[config.mk]
export PLATFORM = sky130hd
export DESIGN_NAME = p4_router_core
export DESIGN_NICKNAME = d
export VERILOG_FILES = /design/src/hdl/router_port_pkg.sv /design/src/hdl/router_ctrl_pkg.sv /design/src/hdl/ctrl_agent.sv /design/src/hdl/fwd_cam.sv /design/src/hdl/lookup_pipe.sv /design/src/hdl/p4_router_core.sv
export SDC_FILE = /design/constraint.sdc
export NUM_CORES = 1
export LEC_CHECK = 0
export BUFFER_PORTS_ARGS = -buffer_cell sky130_fd_sc_hd__buf_2
export CORE_ASPECT_RATIO = 1.25
export CORE_MARGIN = 2
export CORE_UTILIZATION = 60
export CTS_CLUSTER_DIAMETER = 150
export CTS_CLUSTER_SIZE = 14
export DETAILED_ROUTE_END_ITERATION = 8
export PLACE_DENSITY = 0.79
export SYNTH_ARGS = -nofsm -noshare
export SYNTH_HDL_FRONTEND = slang
export SYNTH_SLANG_ARGS = --single-unit
[constraint.sdc]
create_clock -name clk -period 4.6 [get_ports clk]
set_input_delay 0.46 -clock clk [delete_from_list [all_inputs] [get_ports clk]]
set_output_delay 0.46 -clock clk [all_outputs]
set_load 0.02 [all_outputs]
[src/hdl/router_port_pkg.sv]
// router port ids: RTL port indices, P4 port ids and the mapping
// functions between the two numbering schemes
package router_port_pkg;

    localparam int PORT_ID_W = 8; // every port id, both directions

    //////////////////////////////////////////////////
    // RTL port indices, shared by ingress and egress
    localparam logic [PORT_ID_W-1:0] CPU_RTL_ID   = 8'd0;
    localparam logic [PORT_ID_W-1:0] OISL0_RTL_ID = 8'd1;
    localparam logic [PORT_ID_W-1:0] OISL1_RTL_ID = 8'd2;
    localparam logic [PORT_ID_W-1:0] ECP0_RTL_ID  = 8'd3;
    localparam logic [PORT_ID_W-1:0] ECP1_RTL_ID  = 8'd4;
    localparam logic [PORT_ID_W-1:0] HDR0_RTL_ID  = 8'd5;
    localparam logic [PORT_ID_W-1:0] HDR1_RTL_ID  = 8'd6;
    localparam logic [PORT_ID_W-1:0] ECG0_RTL_ID  = 8'd7;
    localparam logic [PORT_ID_W-1:0] ECG1_RTL_ID  = 8'd8;
    localparam logic [PORT_ID_W-1:0] ECG2_RTL_ID  = 8'd9;
    localparam logic [PORT_ID_W-1:0] ECG3_RTL_ID  = 8'd10;

    //////////////////////////////////////////////////
    // port ids as seen by the P4 program
    localparam logic [PORT_ID_W-1:0] CPU_P4_ID   = 8'd0;
    localparam logic [PORT_ID_W-1:0] OISL0_P4_ID = 8'd20;
    localparam logic [PORT_ID_W-1:0] OISL1_P4_ID = 8'd21;
    localparam logic [PORT_ID_W-1:0] ECP0_P4_ID  = 8'd40;
    localparam logic [PORT_ID_W-1:0] ECP1_P4_ID  = 8'd41;
    localparam logic [PORT_ID_W-1:0] HDR0_P4_ID  = 8'd60;
    localparam logic [PORT_ID_W-1:0] HDR1_P4_ID  = 8'd61;
    localparam logic [PORT_ID_W-1:0] ECG0_P4_ID  = 8'd80;
    localparam logic [PORT_ID_W-1:0] ECG1_P4_ID  = 8'd81;
    localparam logic [PORT_ID_W-1:0] ECG2_P4_ID  = 8'd82;
    localparam logic [PORT_ID_W-1:0] ECG3_P4_ID  = 8'd83;

    localparam logic [PORT_ID_W-1:0] NO_PORT_ID = 8'hFF; // unmapped id, either way

    // RTL ingress index -> P4 ingress id
    function automatic logic [PORT_ID_W-1:0] ingress_to_p4(input logic [PORT_ID_W-1:0] rtl_id);
        case (rtl_id)
            CPU_RTL_ID   : return CPU_P4_ID;
            OISL0_RTL_ID : return OISL0_P4_ID;
            OISL1_RTL_ID : return OISL1_P4_ID;
            ECP0_RTL_ID  : return ECP0_P4_ID;
            ECP1_RTL_ID  : return ECP1_P4_ID;
            HDR0_RTL_ID  : return HDR0_P4_ID;
            HDR1_RTL_ID  : return HDR1_P4_ID;
            ECG0_RTL_ID  : return ECG0_P4_ID;
            ECG1_RTL_ID  : return ECG1_P4_ID;
            ECG2_RTL_ID  : return ECG2_P4_ID;
            ECG3_RTL_ID  : return ECG3_P4_ID;
            default      : return NO_PORT_ID;
        endcase
    endfunction

    // P4 egress id -> RTL egress index
    function automatic logic [PORT_ID_W-1:0] p4_to_egress(input logic [PORT_ID_W-1:0] p4_id);
        case (p4_id)
            CPU_P4_ID   : return CPU_RTL_ID;
            OISL0_P4_ID : return OISL0_RTL_ID;
            OISL1_P4_ID : return OISL1_RTL_ID;
            ECP0_P4_ID  : return ECP0_RTL_ID;
            ECP1_P4_ID  : return ECP1_RTL_ID;
            HDR0_P4_ID  : return HDR0_RTL_ID;
            HDR1_P4_ID  : return HDR1_RTL_ID;
            ECG0_P4_ID  : return ECG0_RTL_ID;
            ECG1_P4_ID  : return ECG1_RTL_ID;
            ECG2_P4_ID  : return ECG2_RTL_ID;
            ECG3_P4_ID  : return ECG3_RTL_ID;
            default     : return NO_PORT_ID;
        endcase
    endfunction

endpackage

[src/hdl/router_ctrl_pkg.sv]
// control port definitions: table geometry, opcodes and the command word
package router_ctrl_pkg;

    localparam int KEY_W       = 16; // destination key
    localparam int TABLE_DEPTH = 16;
    localparam int SLOT_W      = 4;  // log2 of TABLE_DEPTH
    localparam int CMD_W       = 32;

    typedef enum logic [1:0] {
        OP_NOP,
        OP_WRITE,
        OP_CLEAR,
        OP_READ
    } ctrl_op_e;

    //////////////////////////////////////////////////
    // command word, also the readback layout with op = 0
    typedef struct packed {
        ctrl_op_e                               op;    // [31:30]
        logic [SLOT_W-1:0]                      slot;  // [29:26]
        logic                                   valid; // [25]
        logic [router_port_pkg::PORT_ID_W-1:0]  egr;   // [24:17] egress P4 id
        logic [KEY_W-1:0]                       key;   // [16:1]
        logic                                   spare; // [0]
    } entry_view_t;

    typedef struct packed {
        ctrl_op_e          op;
        logic [SLOT_W-1:0] slot;
        logic [25:0]       rsvd; // ignored for clear and read
    } slot_view_t;

    typedef union packed {
        entry_view_t entry_view; // OP_WRITE
        slot_view_t  slot_view;  // OP_CLEAR, OP_READ
    } ctrl_cmd_u;

endpackage

[src/hdl/ctrl_agent.sv]
// control slave on a four-phase req/ack handshake that decodes
// command words into table writes, clears and reads
`timescale 1ns/10ps

module ctrl_agent (
    input  logic                                   clk,
    input  logic                                   rst,
    input  logic                                   ctrl_req,
    input  logic [router_ctrl_pkg::CMD_W-1:0]      ctrl_cmd,
    input  logic [router_ctrl_pkg::CMD_W-1:0]      rd_entry,
    output logic                                   ctrl_ack,
    output logic [router_ctrl_pkg::CMD_W-1:0]      ctrl_rdata,
    output logic                                   wr_en,
    output logic [router_ctrl_pkg::SLOT_W-1:0]     wr_slot,
    output logic                                   wr_valid,
    output logic [router_ctrl_pkg::KEY_W-1:0]      wr_key,
    output logic [router_port_pkg::PORT_ID_W-1:0]  wr_egr,
    output logic [router_ctrl_pkg::SLOT_W-1:0]     rd_slot
);

    typedef enum logic [1:0] {
        IDLE,    // waiting for req
        DONE,    // table op in flight and ack due on the next edge
        RELEASE  // ack high until req drops
    } state_e;

    state_e                     state_q;
    router_ctrl_pkg::ctrl_cmd_u cmd;
    router_ctrl_pkg::ctrl_op_e  op_q; // opcode of the request being served

    assign cmd = ctrl_cmd;

    //////////////////////////////////////////////////
    // handshake FSM
    always_ff @(posedge clk) begin
        if (rst) begin
            state_q  <= IDLE;
            ctrl_ack <= 1'b0;
            wr_en    <= 1'b0;
            op_q     <= router_ctrl_pkg::OP_NOP;
        end else begin
            wr_en <= 1'b0; // single-cycle strobe
            case (state_q)
                IDLE: if (ctrl_req) begin
                    op_q    <= cmd.slot_view.op;
                    wr_en   <= (cmd.slot_view.op == router_ctrl_pkg::OP_WRITE) ||
                               (cmd.slot_view.op == router_ctrl_pkg::OP_CLEAR);
                    state_q <= DONE;
                end
                DONE: begin
                    ctrl_ack <= 1'b1; // same edge as the table update
                    state_q  <= RELEASE;
                end
                RELEASE: if (!ctrl_req) begin
                    ctrl_ack <= 1'b0;
                    state_q  <= IDLE;
                end
                default: state_q <= IDLE;
            endcase
        end
    end

    //////////////////////////////////////////////////
    // command fields decoded per opcode
    always_ff @(posedge clk) begin
        if (state_q == IDLE && ctrl_req) begin
            if (cmd.slot_view.op == router_ctrl_pkg::OP_WRITE) begin
                wr_valid <= cmd.entry_view.valid;
            end else begin
                wr_valid <= 1'b0;              // clear drops the entry
            end
            wr_slot <= cmd.slot_view.slot;
            wr_key  <= cmd.entry_view.key;     // don't care for clear
            wr_egr  <= cmd.entry_view.egr;
            rd_slot <= cmd.slot_view.slot;
        end
        if (state_q == DONE && op_q == router_ctrl_pkg::OP_READ) begin
            ctrl_rdata <= rd_entry; // held through RELEASE
        end
    end

    // ack only ever answers a request from the host
    ack_needs_req_a: assert property (@(posedge clk) disable iff (rst)
        !ctrl_req && !ctrl_ack |=> !ctrl_ack);

    wr_en_pulse_a: assert property (@(posedge clk) disable iff (rst)
        wr_en |=> !wr_en);

endmodule

[src/hdl/fwd_cam.sv]
// forwarding table: 16 entries of valid, key and egress P4 id,
// with host write and read ports and a parallel lowest-slot match
`timescale 1ns/10ps

module fwd_cam (
    input  logic                                   clk,
    input  logic                                   rst,
    input  logic                                   wr_en,
    input  logic [router_ctrl_pkg::SLOT_W-1:0]     wr_slot,
    input  logic                                   wr_valid,
    input  logic [router_ctrl_pkg::KEY_W-1:0]      wr_key,
    input  logic [router_port_pkg::PORT_ID_W-1:0]  wr_egr,
    input  logic [router_ctrl_pkg::SLOT_W-1:0]     rd_slot,
    input  logic [router_ctrl_pkg::KEY_W-1:0]      lk_key,
    output logic [router_ctrl_pkg::CMD_W-1:0]      rd_entry,
    output logic                                   lk_hit,
    output logic [router_port_pkg::PORT_ID_W-1:0]  lk_egr
);

    logic [router_ctrl_pkg::TABLE_DEPTH-1:0] valid_q;                          // per-slot valid
    logic [router_ctrl_pkg::KEY_W-1:0]       key_q [router_ctrl_pkg::TABLE_DEPTH]; // keys
    logic [router_port_pkg::PORT_ID_W-1:0]   egr_q [router_ctrl_pkg::TABLE_DEPTH]; // egress ids
    router_ctrl_pkg::entry_view_t            rd_view;

    //////////////////////////////////////////////////
    // storage
    always_ff @(posedge clk) begin
        if (rst) begin
            valid_q <= '0; // table empty after reset
        end else if (wr_en) begin
            valid_q[wr_slot] <= wr_valid; // clear is a write with valid low
        end
    end

    always_ff @(posedge clk) begin
        if (wr_en) begin
            key_q[wr_slot] <= wr_key;
            egr_q[wr_slot] <= wr_egr;
        end
    end

    //////////////////////////////////////////////////
    // match, scanned downward so the lowest slot wins
    always_comb begin
        lk_hit = 1'b0;
        lk_egr = '0;
        for (int i = router_ctrl_pkg::TABLE_DEPTH - 1; i >= 0; i--) begin
            if (valid_q[i] && (key_q[i] == lk_key)) begin
                lk_hit = 1'b1;
                lk_egr = egr_q[i];
            end
        end
    end

    // readback in command layout, opcode field zero
    always_comb begin
        rd_view       = '0;
        rd_view.op    = router_ctrl_pkg::OP_NOP;
        rd_view.slot  = rd_slot;            // echo of the slot read
        rd_view.valid = valid_q[rd_slot];
        rd_view.egr   = egr_q[rd_slot];
        rd_view.key   = key_q[rd_slot];
    end

    assign rd_entry = rd_view;

    // a write to an unknown slot would corrupt an arbitrary entry
    wr_slot_known_a: assert property (@(posedge clk) disable iff (rst)
        wr_en |-> !$isunknown(wr_slot));

endmodule

[src/hdl/lookup_pipe.sv]
// two-stage metadata lookup: ingress id map and table match,
// then egress id map, with shared stall under back-pressure
`timescale 1ns/10ps

module lookup_pipe (
    input  logic                                   clk,
    input  logic                                   rst,
    input  logic                                   meta_in_valid,
    input  logic [router_port_pkg::PORT_ID_W-1:0]  meta_in_ing_port,
    input  logic [router_ctrl_pkg::KEY_W-1:0]      meta_in_key,
    input  logic                                   meta_out_ready,
    input  logic                                   lk_hit,
    input  logic [router_port_pkg::PORT_ID_W-1:0]  lk_egr,
    output logic                                   meta_in_ready,
    output logic                                   meta_out_valid,
    output logic [router_port_pkg::PORT_ID_W-1:0]  meta_out_ing_port,
    output logic [router_port_pkg::PORT_ID_W-1:0]  meta_out_egr_spec,
    output logic [router_ctrl_pkg::KEY_W-1:0]      lk_key
);

    logic                                  advance;  // both stages move
    logic                                  s1_valid;
    logic [router_port_pkg::PORT_ID_W-1:0] s1_ing;   // P4 ingress id
    logic [router_port_pkg::PORT_ID_W-1:0] s1_egr;   // P4 egress id
    logic                                  s2_valid;
    logic [router_port_pkg::PORT_ID_W-1:0] s2_ing;
    logic [router_port_pkg::PORT_ID_W-1:0] s2_egr;   // RTL egress index

    assign advance       = !s2_valid || meta_out_ready;
    assign meta_in_ready = advance;
    assign lk_key        = meta_in_key; // table matched combinationally

    //////////////////////////////////////////////////
    // valid bits
    always_ff @(posedge clk) begin
        if (rst) begin
            s1_valid <= 1'b0;
            s2_valid <= 1'b0;
        end else if (advance) begin
            s1_valid <= meta_in_valid;
            s2_valid <= s1_valid;
        end
    end

    //////////////////////////////////////////////////
    // payload
    always_ff @(posedge clk) begin
        if (advance) begin
            // stage 1: map ingress, take hit or fall back to CPU
            s1_ing <= router_port_pkg::ingress_to_p4(meta_in_ing_port);
            s1_egr <= lk_hit ? lk_egr : router_port_pkg::CPU_P4_ID;
            // stage 2: back to the RTL egress index
            s2_ing <= s1_ing;
            s2_egr <= router_port_pkg::p4_to_egress(s1_egr);
        end
    end

    assign meta_out_valid    = s2_valid;
    assign meta_out_ing_port = s2_ing;
    assign meta_out_egr_spec = s2_egr;

    // held output must not move until the sink takes it
    out_hold_a: assert property (@(posedge clk) disable iff (rst)
        meta_out_valid && !meta_out_ready |=>
            meta_out_valid && $stable(meta_out_ing_port) && $stable(meta_out_egr_spec));

endmodule

[src/hdl/p4_router_core.sv]
// match-action metadata stage: control agent, forwarding table and lookup pipe
`timescale 1ns/10ps

module p4_router_core (
    input  logic                                   clk,
    input  logic                                   rst,
    input  logic                                   ctrl_req,
    input  logic [router_ctrl_pkg::CMD_W-1:0]      ctrl_cmd,
    output logic                                   ctrl_ack,
    output logic [router_ctrl_pkg::CMD_W-1:0]      ctrl_rdata,
    input  logic                                   meta_in_valid,
    output logic                                   meta_in_ready,
    input  logic [router_port_pkg::PORT_ID_W-1:0]  meta_in_ing_port,
    input  logic [router_ctrl_pkg::KEY_W-1:0]      meta_in_key,
    output logic                                   meta_out_valid,
    input  logic                                   meta_out_ready,
    output logic [router_port_pkg::PORT_ID_W-1:0]  meta_out_ing_port,
    output logic [router_port_pkg::PORT_ID_W-1:0]  meta_out_egr_spec
);

    logic                                  wr_en;    // agent -> table
    logic [router_ctrl_pkg::SLOT_W-1:0]    wr_slot;
    logic                                  wr_valid;
    logic [router_ctrl_pkg::KEY_W-1:0]     wr_key;
    logic [router_port_pkg::PORT_ID_W-1:0] wr_egr;
    logic [router_ctrl_pkg::SLOT_W-1:0]    rd_slot;
    logic [router_ctrl_pkg::CMD_W-1:0]     rd_entry; // table -> agent
    logic [router_ctrl_pkg::KEY_W-1:0]     lk_key;   // pipe <-> table
    logic                                  lk_hit;
    logic [router_port_pkg::PORT_ID_W-1:0] lk_egr;

    ctrl_agent u_ctrl_agent (
        .clk, .rst, .ctrl_req, .ctrl_cmd, .rd_entry, .ctrl_ack, .ctrl_rdata,
        .wr_en, .wr_slot, .wr_valid, .wr_key, .wr_egr, .rd_slot
    );

    fwd_cam u_fwd_cam (
        .clk, .rst, .wr_en, .wr_slot, .wr_valid, .wr_key, .wr_egr, .rd_slot,
        .lk_key, .rd_entry, .lk_hit, .lk_egr
    );

    lookup_pipe u_lookup_pipe (
        .clk, .rst, .meta_in_valid, .meta_in_ing_port, .meta_in_key, .meta_out_ready,
        .lk_hit, .lk_egr, .meta_in_ready, .meta_out_valid, .meta_out_ing_port,
        .meta_out_egr_spec, .lk_key
    );

endmodule

==> results of run 1 <==
registers in the layout, indices dropped and copies added, names as in the netlist:
name / cells
u_fwd_cam.key_q: 256
u_fwd_cam.egr_q: 128
u_ctrl_agent.wr_slot: 4
u_ctrl_agent.wr_key: 16
u_lookup_pipe.s1_valid: 1
u_ctrl_agent.wr_en: 1
u_ctrl_agent.wr_valid: 1
u_lookup_pipe.meta_out_ing_port: 7
u_ctrl_agent.ctrl_ack: 1
u_fwd_cam.valid_q: 16
u_lookup_pipe.meta_out_valid: 1
u_ctrl_agent.wr_egr: 8
u_ctrl_agent.ctrl_rdata: 29
u_lookup_pipe.s1_egr: 8
u_ctrl_agent.state_q: 2
u_ctrl_agent.op_q: 2
u_lookup_pipe.s1_ing: 7
u_lookup_pipe.meta_out_egr_spec: 5
logic make-up after synthesis:
family	share of synthesized area
adder cells (fa/ha/maj)	0.00323
AND/OR/NAND/NOR	0.0683
XOR/XNOR	0.0941
flip-flops	0.626
other	0.000161
AO/OA/AOI/OAI	0.0475
buffers and inverters	0.0304
multiplexers	0.130
layout make-up:
cell class	count	area (um^2)	area share
tap	492	616	0.0241
multi-input combinational	850	8050	0.316
sequential	493	14600	0.571
clock inverter	2	25.0	0.000981
clock buffer	58	1130	0.0444
antenna	2	5.00	0.000196
inverter	29	109	0.00427
timing repair buffer	165	1010	0.0395
power groups by stage:
stage	combinational [mW]	clock [mW]	sequential (mW)
6_report	0.644	3.24	5.08
3_5_place_dp	0.634	0	5.17
2_1_floorplan	0.449	0	5.14
3_3_place_gp	0.630	0	5.17
4_1_cts	0.641	3.26	5.07
5_1_grt	0.670	3.41	5.08
layer usage:
metal / part of all wire / routed length (um) / track usage / vias to the layer above
met2: 0.51 / 34300 / 0.578 / 1007
li1: - / - / - / 5921
met5: 0 / 0 / 0 / -
met1: 0.34 / 22500 / 0.397 / 7232
met4: 0.064 / 4300 / 0.190 / 0
met3: 0.085 / 5650 / 0.0488 / 214
cell usage after synthesis (7+ instances only):
cell type                  number  area [um^2]
sky130_fd_sc_hd__a211oi_1       7         52.6
sky130_fd_sc_hd__a21oi_1       29          145
sky130_fd_sc_hd__a31oi_1       13         81.3
sky130_fd_sc_hd__and2_1        10         62.6
sky130_fd_sc_hd__buf_2         12         60.1
sky130_fd_sc_hd__buf_4         14          105
sky130_fd_sc_hd__buf_6         22          248
sky130_fd_sc_hd__clkbuf_1      37          139
sky130_fd_sc_hd__dfxtp_1       24          480
sky130_fd_sc_hd__edfxtp_1     469        14100
sky130_fd_sc_hd__inv_1         28          105
sky130_fd_sc_hd__mux2i_1       18          180
sky130_fd_sc_hd__mux4_2       125         2820
sky130_fd_sc_hd__nand2_1       62          233
sky130_fd_sc_hd__nand2b_1      10         62.6
sky130_fd_sc_hd__nand3_1       27          135
sky130_fd_sc_hd__nand4_1       51          319
sky130_fd_sc_hd__nor2_1        49          184
sky130_fd_sc_hd__nor3_1        11         55.1
sky130_fd_sc_hd__nor4_1        16          100
sky130_fd_sc_hd__o211ai_1       7         52.6
sky130_fd_sc_hd__o21ai_0       41          205
sky130_fd_sc_hd__o21ai_1        7         35.0
sky130_fd_sc_hd__xnor2_1      207         1810
sky130_fd_sc_hd__xor2_1        43          377
cell usage in the layout, fill, tap and decap left out, types with 24 or more instances in the layout:
master,netlist,layout
sky130_fd_sc_hd__xor2_1,43,43
sky130_fd_sc_hd__buf_2,12,107
sky130_fd_sc_hd__o21ai_0,41,41
sky130_fd_sc_hd__mux4_2,125,125
sky130_fd_sc_hd__inv_1,28,27
sky130_fd_sc_hd__dfxtp_1,24,24
sky130_fd_sc_hd__nand2_1,62,62
sky130_fd_sc_hd__nand3_1,27,27
sky130_fd_sc_hd__a21oi_1,29,29
sky130_fd_sc_hd__xnor2_1,207,207
sky130_fd_sc_hd__clkbuf_16,0,43
sky130_fd_sc_hd__nor2_1,49,37
sky130_fd_sc_hd__edfxtp_1,469,469
sky130_fd_sc_hd__nand4_1,51,51
sky130_fd_sc_hd__buf_4,14,55
per-stage QoR:
stage	power (mW)	util
after floorplan	5.59	-
after global placement	5.80	0.637
after detailed placement	5.81	0.637
after CTS	8.98	0.667
after global routing	9.17	0.667
final	8.97	0.667
worst paths after layout:
check / end / cells past startpoint / slack, ns
worst min register to register: u_lookup_pipe.meta_out_ing_port[1] / 0 / 0.42
worst min-delay path: u_ctrl_agent.wr_key[8] / 1 / 0.08
worst max register to register: u_lookup_pipe.s1_egr[4] / 11 / 1.26
worst max-delay path: u_lookup_pipe.s1_egr[4] / 11 / 1.26
critical path: stages (launching register included):
cell,delay [ns]
sky130_fd_sc_hd__edfxtp_1,0.44
sky130_fd_sc_hd__xor2_1,0.41
sky130_fd_sc_hd__nor4_1,0.18
sky130_fd_sc_hd__nand4_1,0.20
sky130_fd_sc_hd__nor4_4,0.07
sky130_fd_sc_hd__buf_4,0.21
sky130_fd_sc_hd__or2_1,0.27
sky130_fd_sc_hd__nor4_1,0.70
sky130_fd_sc_hd__a21oi_1,0.17
sky130_fd_sc_hd__buf_4,0.21
sky130_fd_sc_hd__o21ai_1,0.09
sky130_fd_sc_hd__a31oi_1,0.11
==> reports/qor.yml, run 1 <==
die:
  die_y_um: 224
  floorplan.rows: 80
  core-area_um2: 38200
  floorplan.initialDensity: 0.608
  dieArea_um2: 40400
  floorplan.io_pins: 112
  horizontal_die_dimension_um: 180
power_and_ir_drop:
  worst_ir_drop_on_vdd_uv: 333
  net-switching-power_mw: 2.01
  switching_share: 0.224
  power.share.combinational: 0.072
  power.clock.fraction: 0.362
  share_of_power_burned_in_registers: 0.566
  p_per_area_nw_per_um2: 351
  static-leakage-power_nw: 8.19
  p_int_mw: 6.96
timing:
  report.final.hold_viol_count: 0
  timing.final.ws_setup_ns: 1.26
  tightest_slew_ns: 1.13
  grt_setup_unrepaired: "no"
  final_skew_ns: 0.0243
  post-route-period-util: 0.725
  final_max_slew_viol_count: 0
  timing.hold.ws_ns: 0.0753
  timing.final.crit_period_ns: 3.34
  max_freq_mhz: 300
  relSlewSlack: 0.244
  setup_total_negative_slack_ns: 0
  finalSetupViolCount: 0
global_route:
  globalRouteOverflowTotal: 0
  pin_count_of_the_biggest_net_entering_global_routing: 81
  via_count_of_the_first_global_routing_pass: 14410
  grt_first_pass_wirelength_mm: 96.4
  global_routing_usage_summed_across_all_routing_layers: 0.332
  grt_antenna_before_repair: 2
place:
  place.port_buffers: 107
  weighted_congestion_reported_at_the_end_of_routability_driven_placement: 1.05
  preCtsSetupSlack_ns: 0.909
  dp.final_hpwl_mm: 47.8
  post_dp_cell_area_um2: 24300
  placed_cells_incl_taps: 2029
clocking:
  cts_tree: "built"
  postCtsResizedCells: 0
  cts.sinks: 493
  clock_latency_ns: 0.56
  clk_path_buf_depth: 3
  cts.root.buffer_cell: "sky130_fd_sc_hd__clkbuf_16"
  numCtsBuffers: 41
  clock_tree.htree_level_count: 2
  ctsHoldBuffers: 0
  clk_pin_slew_ns: 0.07
  cts_setup_buffers: 0
synthesis:
  ys_ff_latch: 493
  count_of_cell_types_in_the_netlist: 73
  syn_area_per_cell_um2: 15.9
  synth.yosys.seq_area_share: 0.626
  number_of_flops_mapped_to_enable_cells_by_yosys: 469
  synth_top_flop_cell: "sky130_fd_sc_hd__edfxtp_1"
  syn_inst: 1459
  synth_cell_area_um2: 23300
  ys_async_sr_fraction: 0
  ys_warn_count: 0
min_path:
  holdCritPathClass: "in -> reg"
  worstHoldStart: "ctrl_cmd[9]"
run_status:
  run_status: "finished clean"
cells_and_area:
  finalNonFillerCells: 2091
  num-nets-final: 1647
  final_layout_size_suffix_gt1_frac: 0.235
  final_cell_area_um2: 25500
  fillerInstances: 2603
  synthToLayoutAreaGrowth_pct: 9.65
worst_setup_path:
  cp-startpoint: "u_fwd_cam.key_q[12][12]"
  start_kind: "register"
  timing.setup.critical_path_class: "reg -> reg"
  cp_data_required_time_ns: 4.89
  reg2reg_from: "u_fwd_cam.key_q[12][12]"
  critPathCaptureType: "register"
  cp_data_arrival_time_ns: 3.63
  cp_max_fo: 15
drt:
  detail_route.drc_violations: 0
  viasPerCell: 6.87
  antenna_violating_nets_post_route: 0
  vias: 14374
  wire_per_inst_um: 31.9
  drt_first_pass_iters: 5
  drt_iter0_markers: 1682
  totalWireLength_mm: 66.7
job:
  maxCapViolCount: 0
(Power assumes the default switching activity.)
==> run 2, diff against run 1 <==
Clock period 4.6 ns to 3.19 ns, I/O delays scaled along.
==> run 2 against run 1 <==
Sequential power increased by 44%. Via count increased by 5.5%. Final cell count increased by 4.8%. First-iteration DRC count increased by 34%. Critical path type unchanged. Critical endpoint is now u_lookup_pipe.s1_egr[2]. Highest routed layer is now met5.
==> reports/qor.yml, run 2 (synthesis results as in run 1) <==
drt:
  drt_first_pass_iters: 6
  viasPerCell: 6.92
  vias: 15162
  antenna_violating_nets_post_route: 0
  detail_route.drc_violations: 0
  wire_per_inst_um: 32.8
  totalWireLength_mm: 71.9
  drt_iter0_markers: 2253
die:
  dieArea_um2: 40400
  floorplan.io_pins: 112
  horizontal_die_dimension_um: 180
  core-area_um2: 38200
  die_y_um: 224
  floorplan.rows: 80
  floorplan.initialDensity: 0.608
timing:
  timing.hold.ws_ns: 0.0102
  relSlewSlack: 0.326
  grt_setup_unrepaired: "no"
  finalSetupViolCount: 0
  post-route-period-util: 0.964
  final_skew_ns: 0.0194
  timing.final.ws_setup_ns: 0.114
  report.final.hold_viol_count: 0
  timing.final.crit_period_ns: 3.08
  tightest_slew_ns: 1.01
  max_freq_mhz: 325
  setup_total_negative_slack_ns: 0
  final_max_slew_viol_count: 0
clocking:
  cts_tree: "built"
  clock_tree.htree_level_count: 2
  clk_path_buf_depth: 3
  clk_pin_slew_ns: 0.07
  cts.root.buffer_cell: "sky130_fd_sc_hd__clkbuf_16"
  clock_latency_ns: 0.56
  numCtsBuffers: 41
  cts.sinks: 493
place:
  weighted_congestion_reported_at_the_end_of_routability_driven_placement: 0.985
  dp.final_hpwl_mm: 51.4
  post_dp_cell_area_um2: 25100
  place.port_buffers: 107
  preCtsSetupSlack_ns: -0.0940
  placed_cells_incl_taps: 2110
job:
  maxCapViolCount: 0
cells_and_area:
  max_flop_register: "u_fwd_cam.key_q"
  post-route-util: 0.694
  final_common_cell: "sky130_fd_sc_hd__edfxtp_1"
  final_cell_area_um2: 26500
  final_layout_size_suffix_gt1_frac: 0.271
  finalNonFillerCells: 2191
  largest_register_ffs: 256
  num-nets-final: 1756
  synthToLayoutAreaGrowth_pct: 14.1
  reg_top3: "u_fwd_cam.key_q x256, u_fwd_cam.egr_q x128, u_ctrl_agent.ctrl_rdata x29"
  layout_common_cells: "469 x sky130_fd_sc_hd__edfxtp_1, 207 x sky130_fd_sc_hd__xnor2_1, 126 x sky130_fd_sc_hd__buf_4"
  fillerInstances: 2495
power_and_ir_drop:
  design_power_total_mw: 13.0
  worst_ir_drop_on_vdd_uv: 461
  p_per_area_nw_per_um2: 490
  static-leakage-power_nw: 8.76
worst_setup_path:
  timing.setup.critical_path_class: "reg -> reg"
  cp_max_fo: 7
  cp.buffers_inverters: 1
  cp_data_required_time_ns: 3.49
  cp_data_arrival_time_ns: 3.37
  critPathSlowestCell: "sky130_fd_sc_hd__or4_1"
  timing.critical_path.max_delay_family: "compound AO/OA/AOI/OAI gates"
  critPathCaptureType: "register"
  timing.critical_path.cells: "xnor2_1 > nand4_1 > or4_1 > buf_4 > o2111ai_1 > a2111oi_2 > o31ai_1 > a211oi_1 > o21ai_1 > a31oi_1"
  timing.critical_path.slowest_cell_delay_ns: 0.60
  start_kind: "register"
global_route:
  via_count_of_the_first_global_routing_pass: 15371
  grt_first_pass_wirelength_mm: 103
  pin_count_of_the_biggest_net_entering_global_routing: 68
  global_routing_usage_summed_across_all_routing_layers: 0.359
  globalRouteOverflowTotal: 0
  grt_antenna_before_repair: 2
min_path:
  holdCritPathClass: "in -> reg"
run_status:
  run_status: "finished clean"
==> run 2: changes by cell type in the layout (fill, tap and decap cells not counted), moves of 2 or more <==
cell and delta:
sky130_fd_sc_hd__clkbuf_1 -8, sky130_fd_sc_hd__a2111oi_1 -3, sky130_fd_sc_hd__dlygate4sd3_1 +28, sky130_fd_sc_hd__nor2_4 +2, sky130_fd_sc_hd__nor3_2 -4, sky130_fd_sc_hd__nor3_4 +4, sky130_fd_sc_hd__buf_12 +10, sky130_fd_sc_hd__a2111oi_2 +3
sky130_fd_sc_hd__buf_4 +71, sky130_fd_sc_hd__nor2_2 -2
==> run 2: cell type report <==
type | instances | area, um^2 | share of cell area
flip-flops and latches | 493 | 14600 | 0.549
multi-input cells | 850 | 8110 | 0.305
diodes | 1 | 2.50 | 0.0000943
inverters | 29 | 109 | 0.00410
well taps | 492 | 616 | 0.0232
clock buffers | 50 | 1100 | 0.0415
clock inverters | 2 | 25.0 | 0.000943
repair buffers | 274 | 2020 | 0.0762
==> run 2: path summary, 6_finish.rpt <==
kind                           start                            endpoint  depth (start not counted)  slack (ns)
min reg2reg  u_lookup_pipe.s1_ing[2]  u_lookup_pipe.meta_out_ing_port[2]                          0        0.42
max reg2reg   u_fwd_cam.key_q[14][7]             u_lookup_pipe.s1_egr[2]                         10        0.11
max           u_fwd_cam.key_q[14][7]             u_lookup_pipe.s1_egr[2]                         10        0.11
min                    meta_in_valid              u_lookup_pipe.s1_valid                          3        0.01
==> run 2: layer usage <==
layer	vias to the layer above	global-route usage	wire length, um
li1	6125	-	-
met1	7583	0.417	23300
met2	1141	0.606	35400
met3	311	0.0535	6370
met4	2	0.276	6890
met5	-	0	11
==> run 2: timing repair <==
action | 4_1_cts | 5_1_grt
buffers inserted | 0 | 0
gates resized for setup | 0 | 4
setup endpoints to repair | 0 | 5
hold buffers | 28 | 0
hold endpoints to repair | 28 | 0
==> run 2: worst reg2reg max path: cells and delay by family (launching register included) <==
| kind | cells | cell delay (ns) |
|---|---|---|
| buffers and inverters | 1 | 0.20 |
| xor gates and xnor gates | 1 | 0.35 |
| AOI/OAI and AO/OA | 6 | 1.06 |
| and+or+nand+nor | 2 | 0.79 |
| DFF | 1 | 0.41 |
==> run 2: power breakdown <==
group | switching (mW) | leakage, nW | internal (mW)
clock network | 2.22 | 0.550 | 2.42
registers | 0.142 | 4.45 | 7.19
logic | 0.595 | 3.76 | 0.451
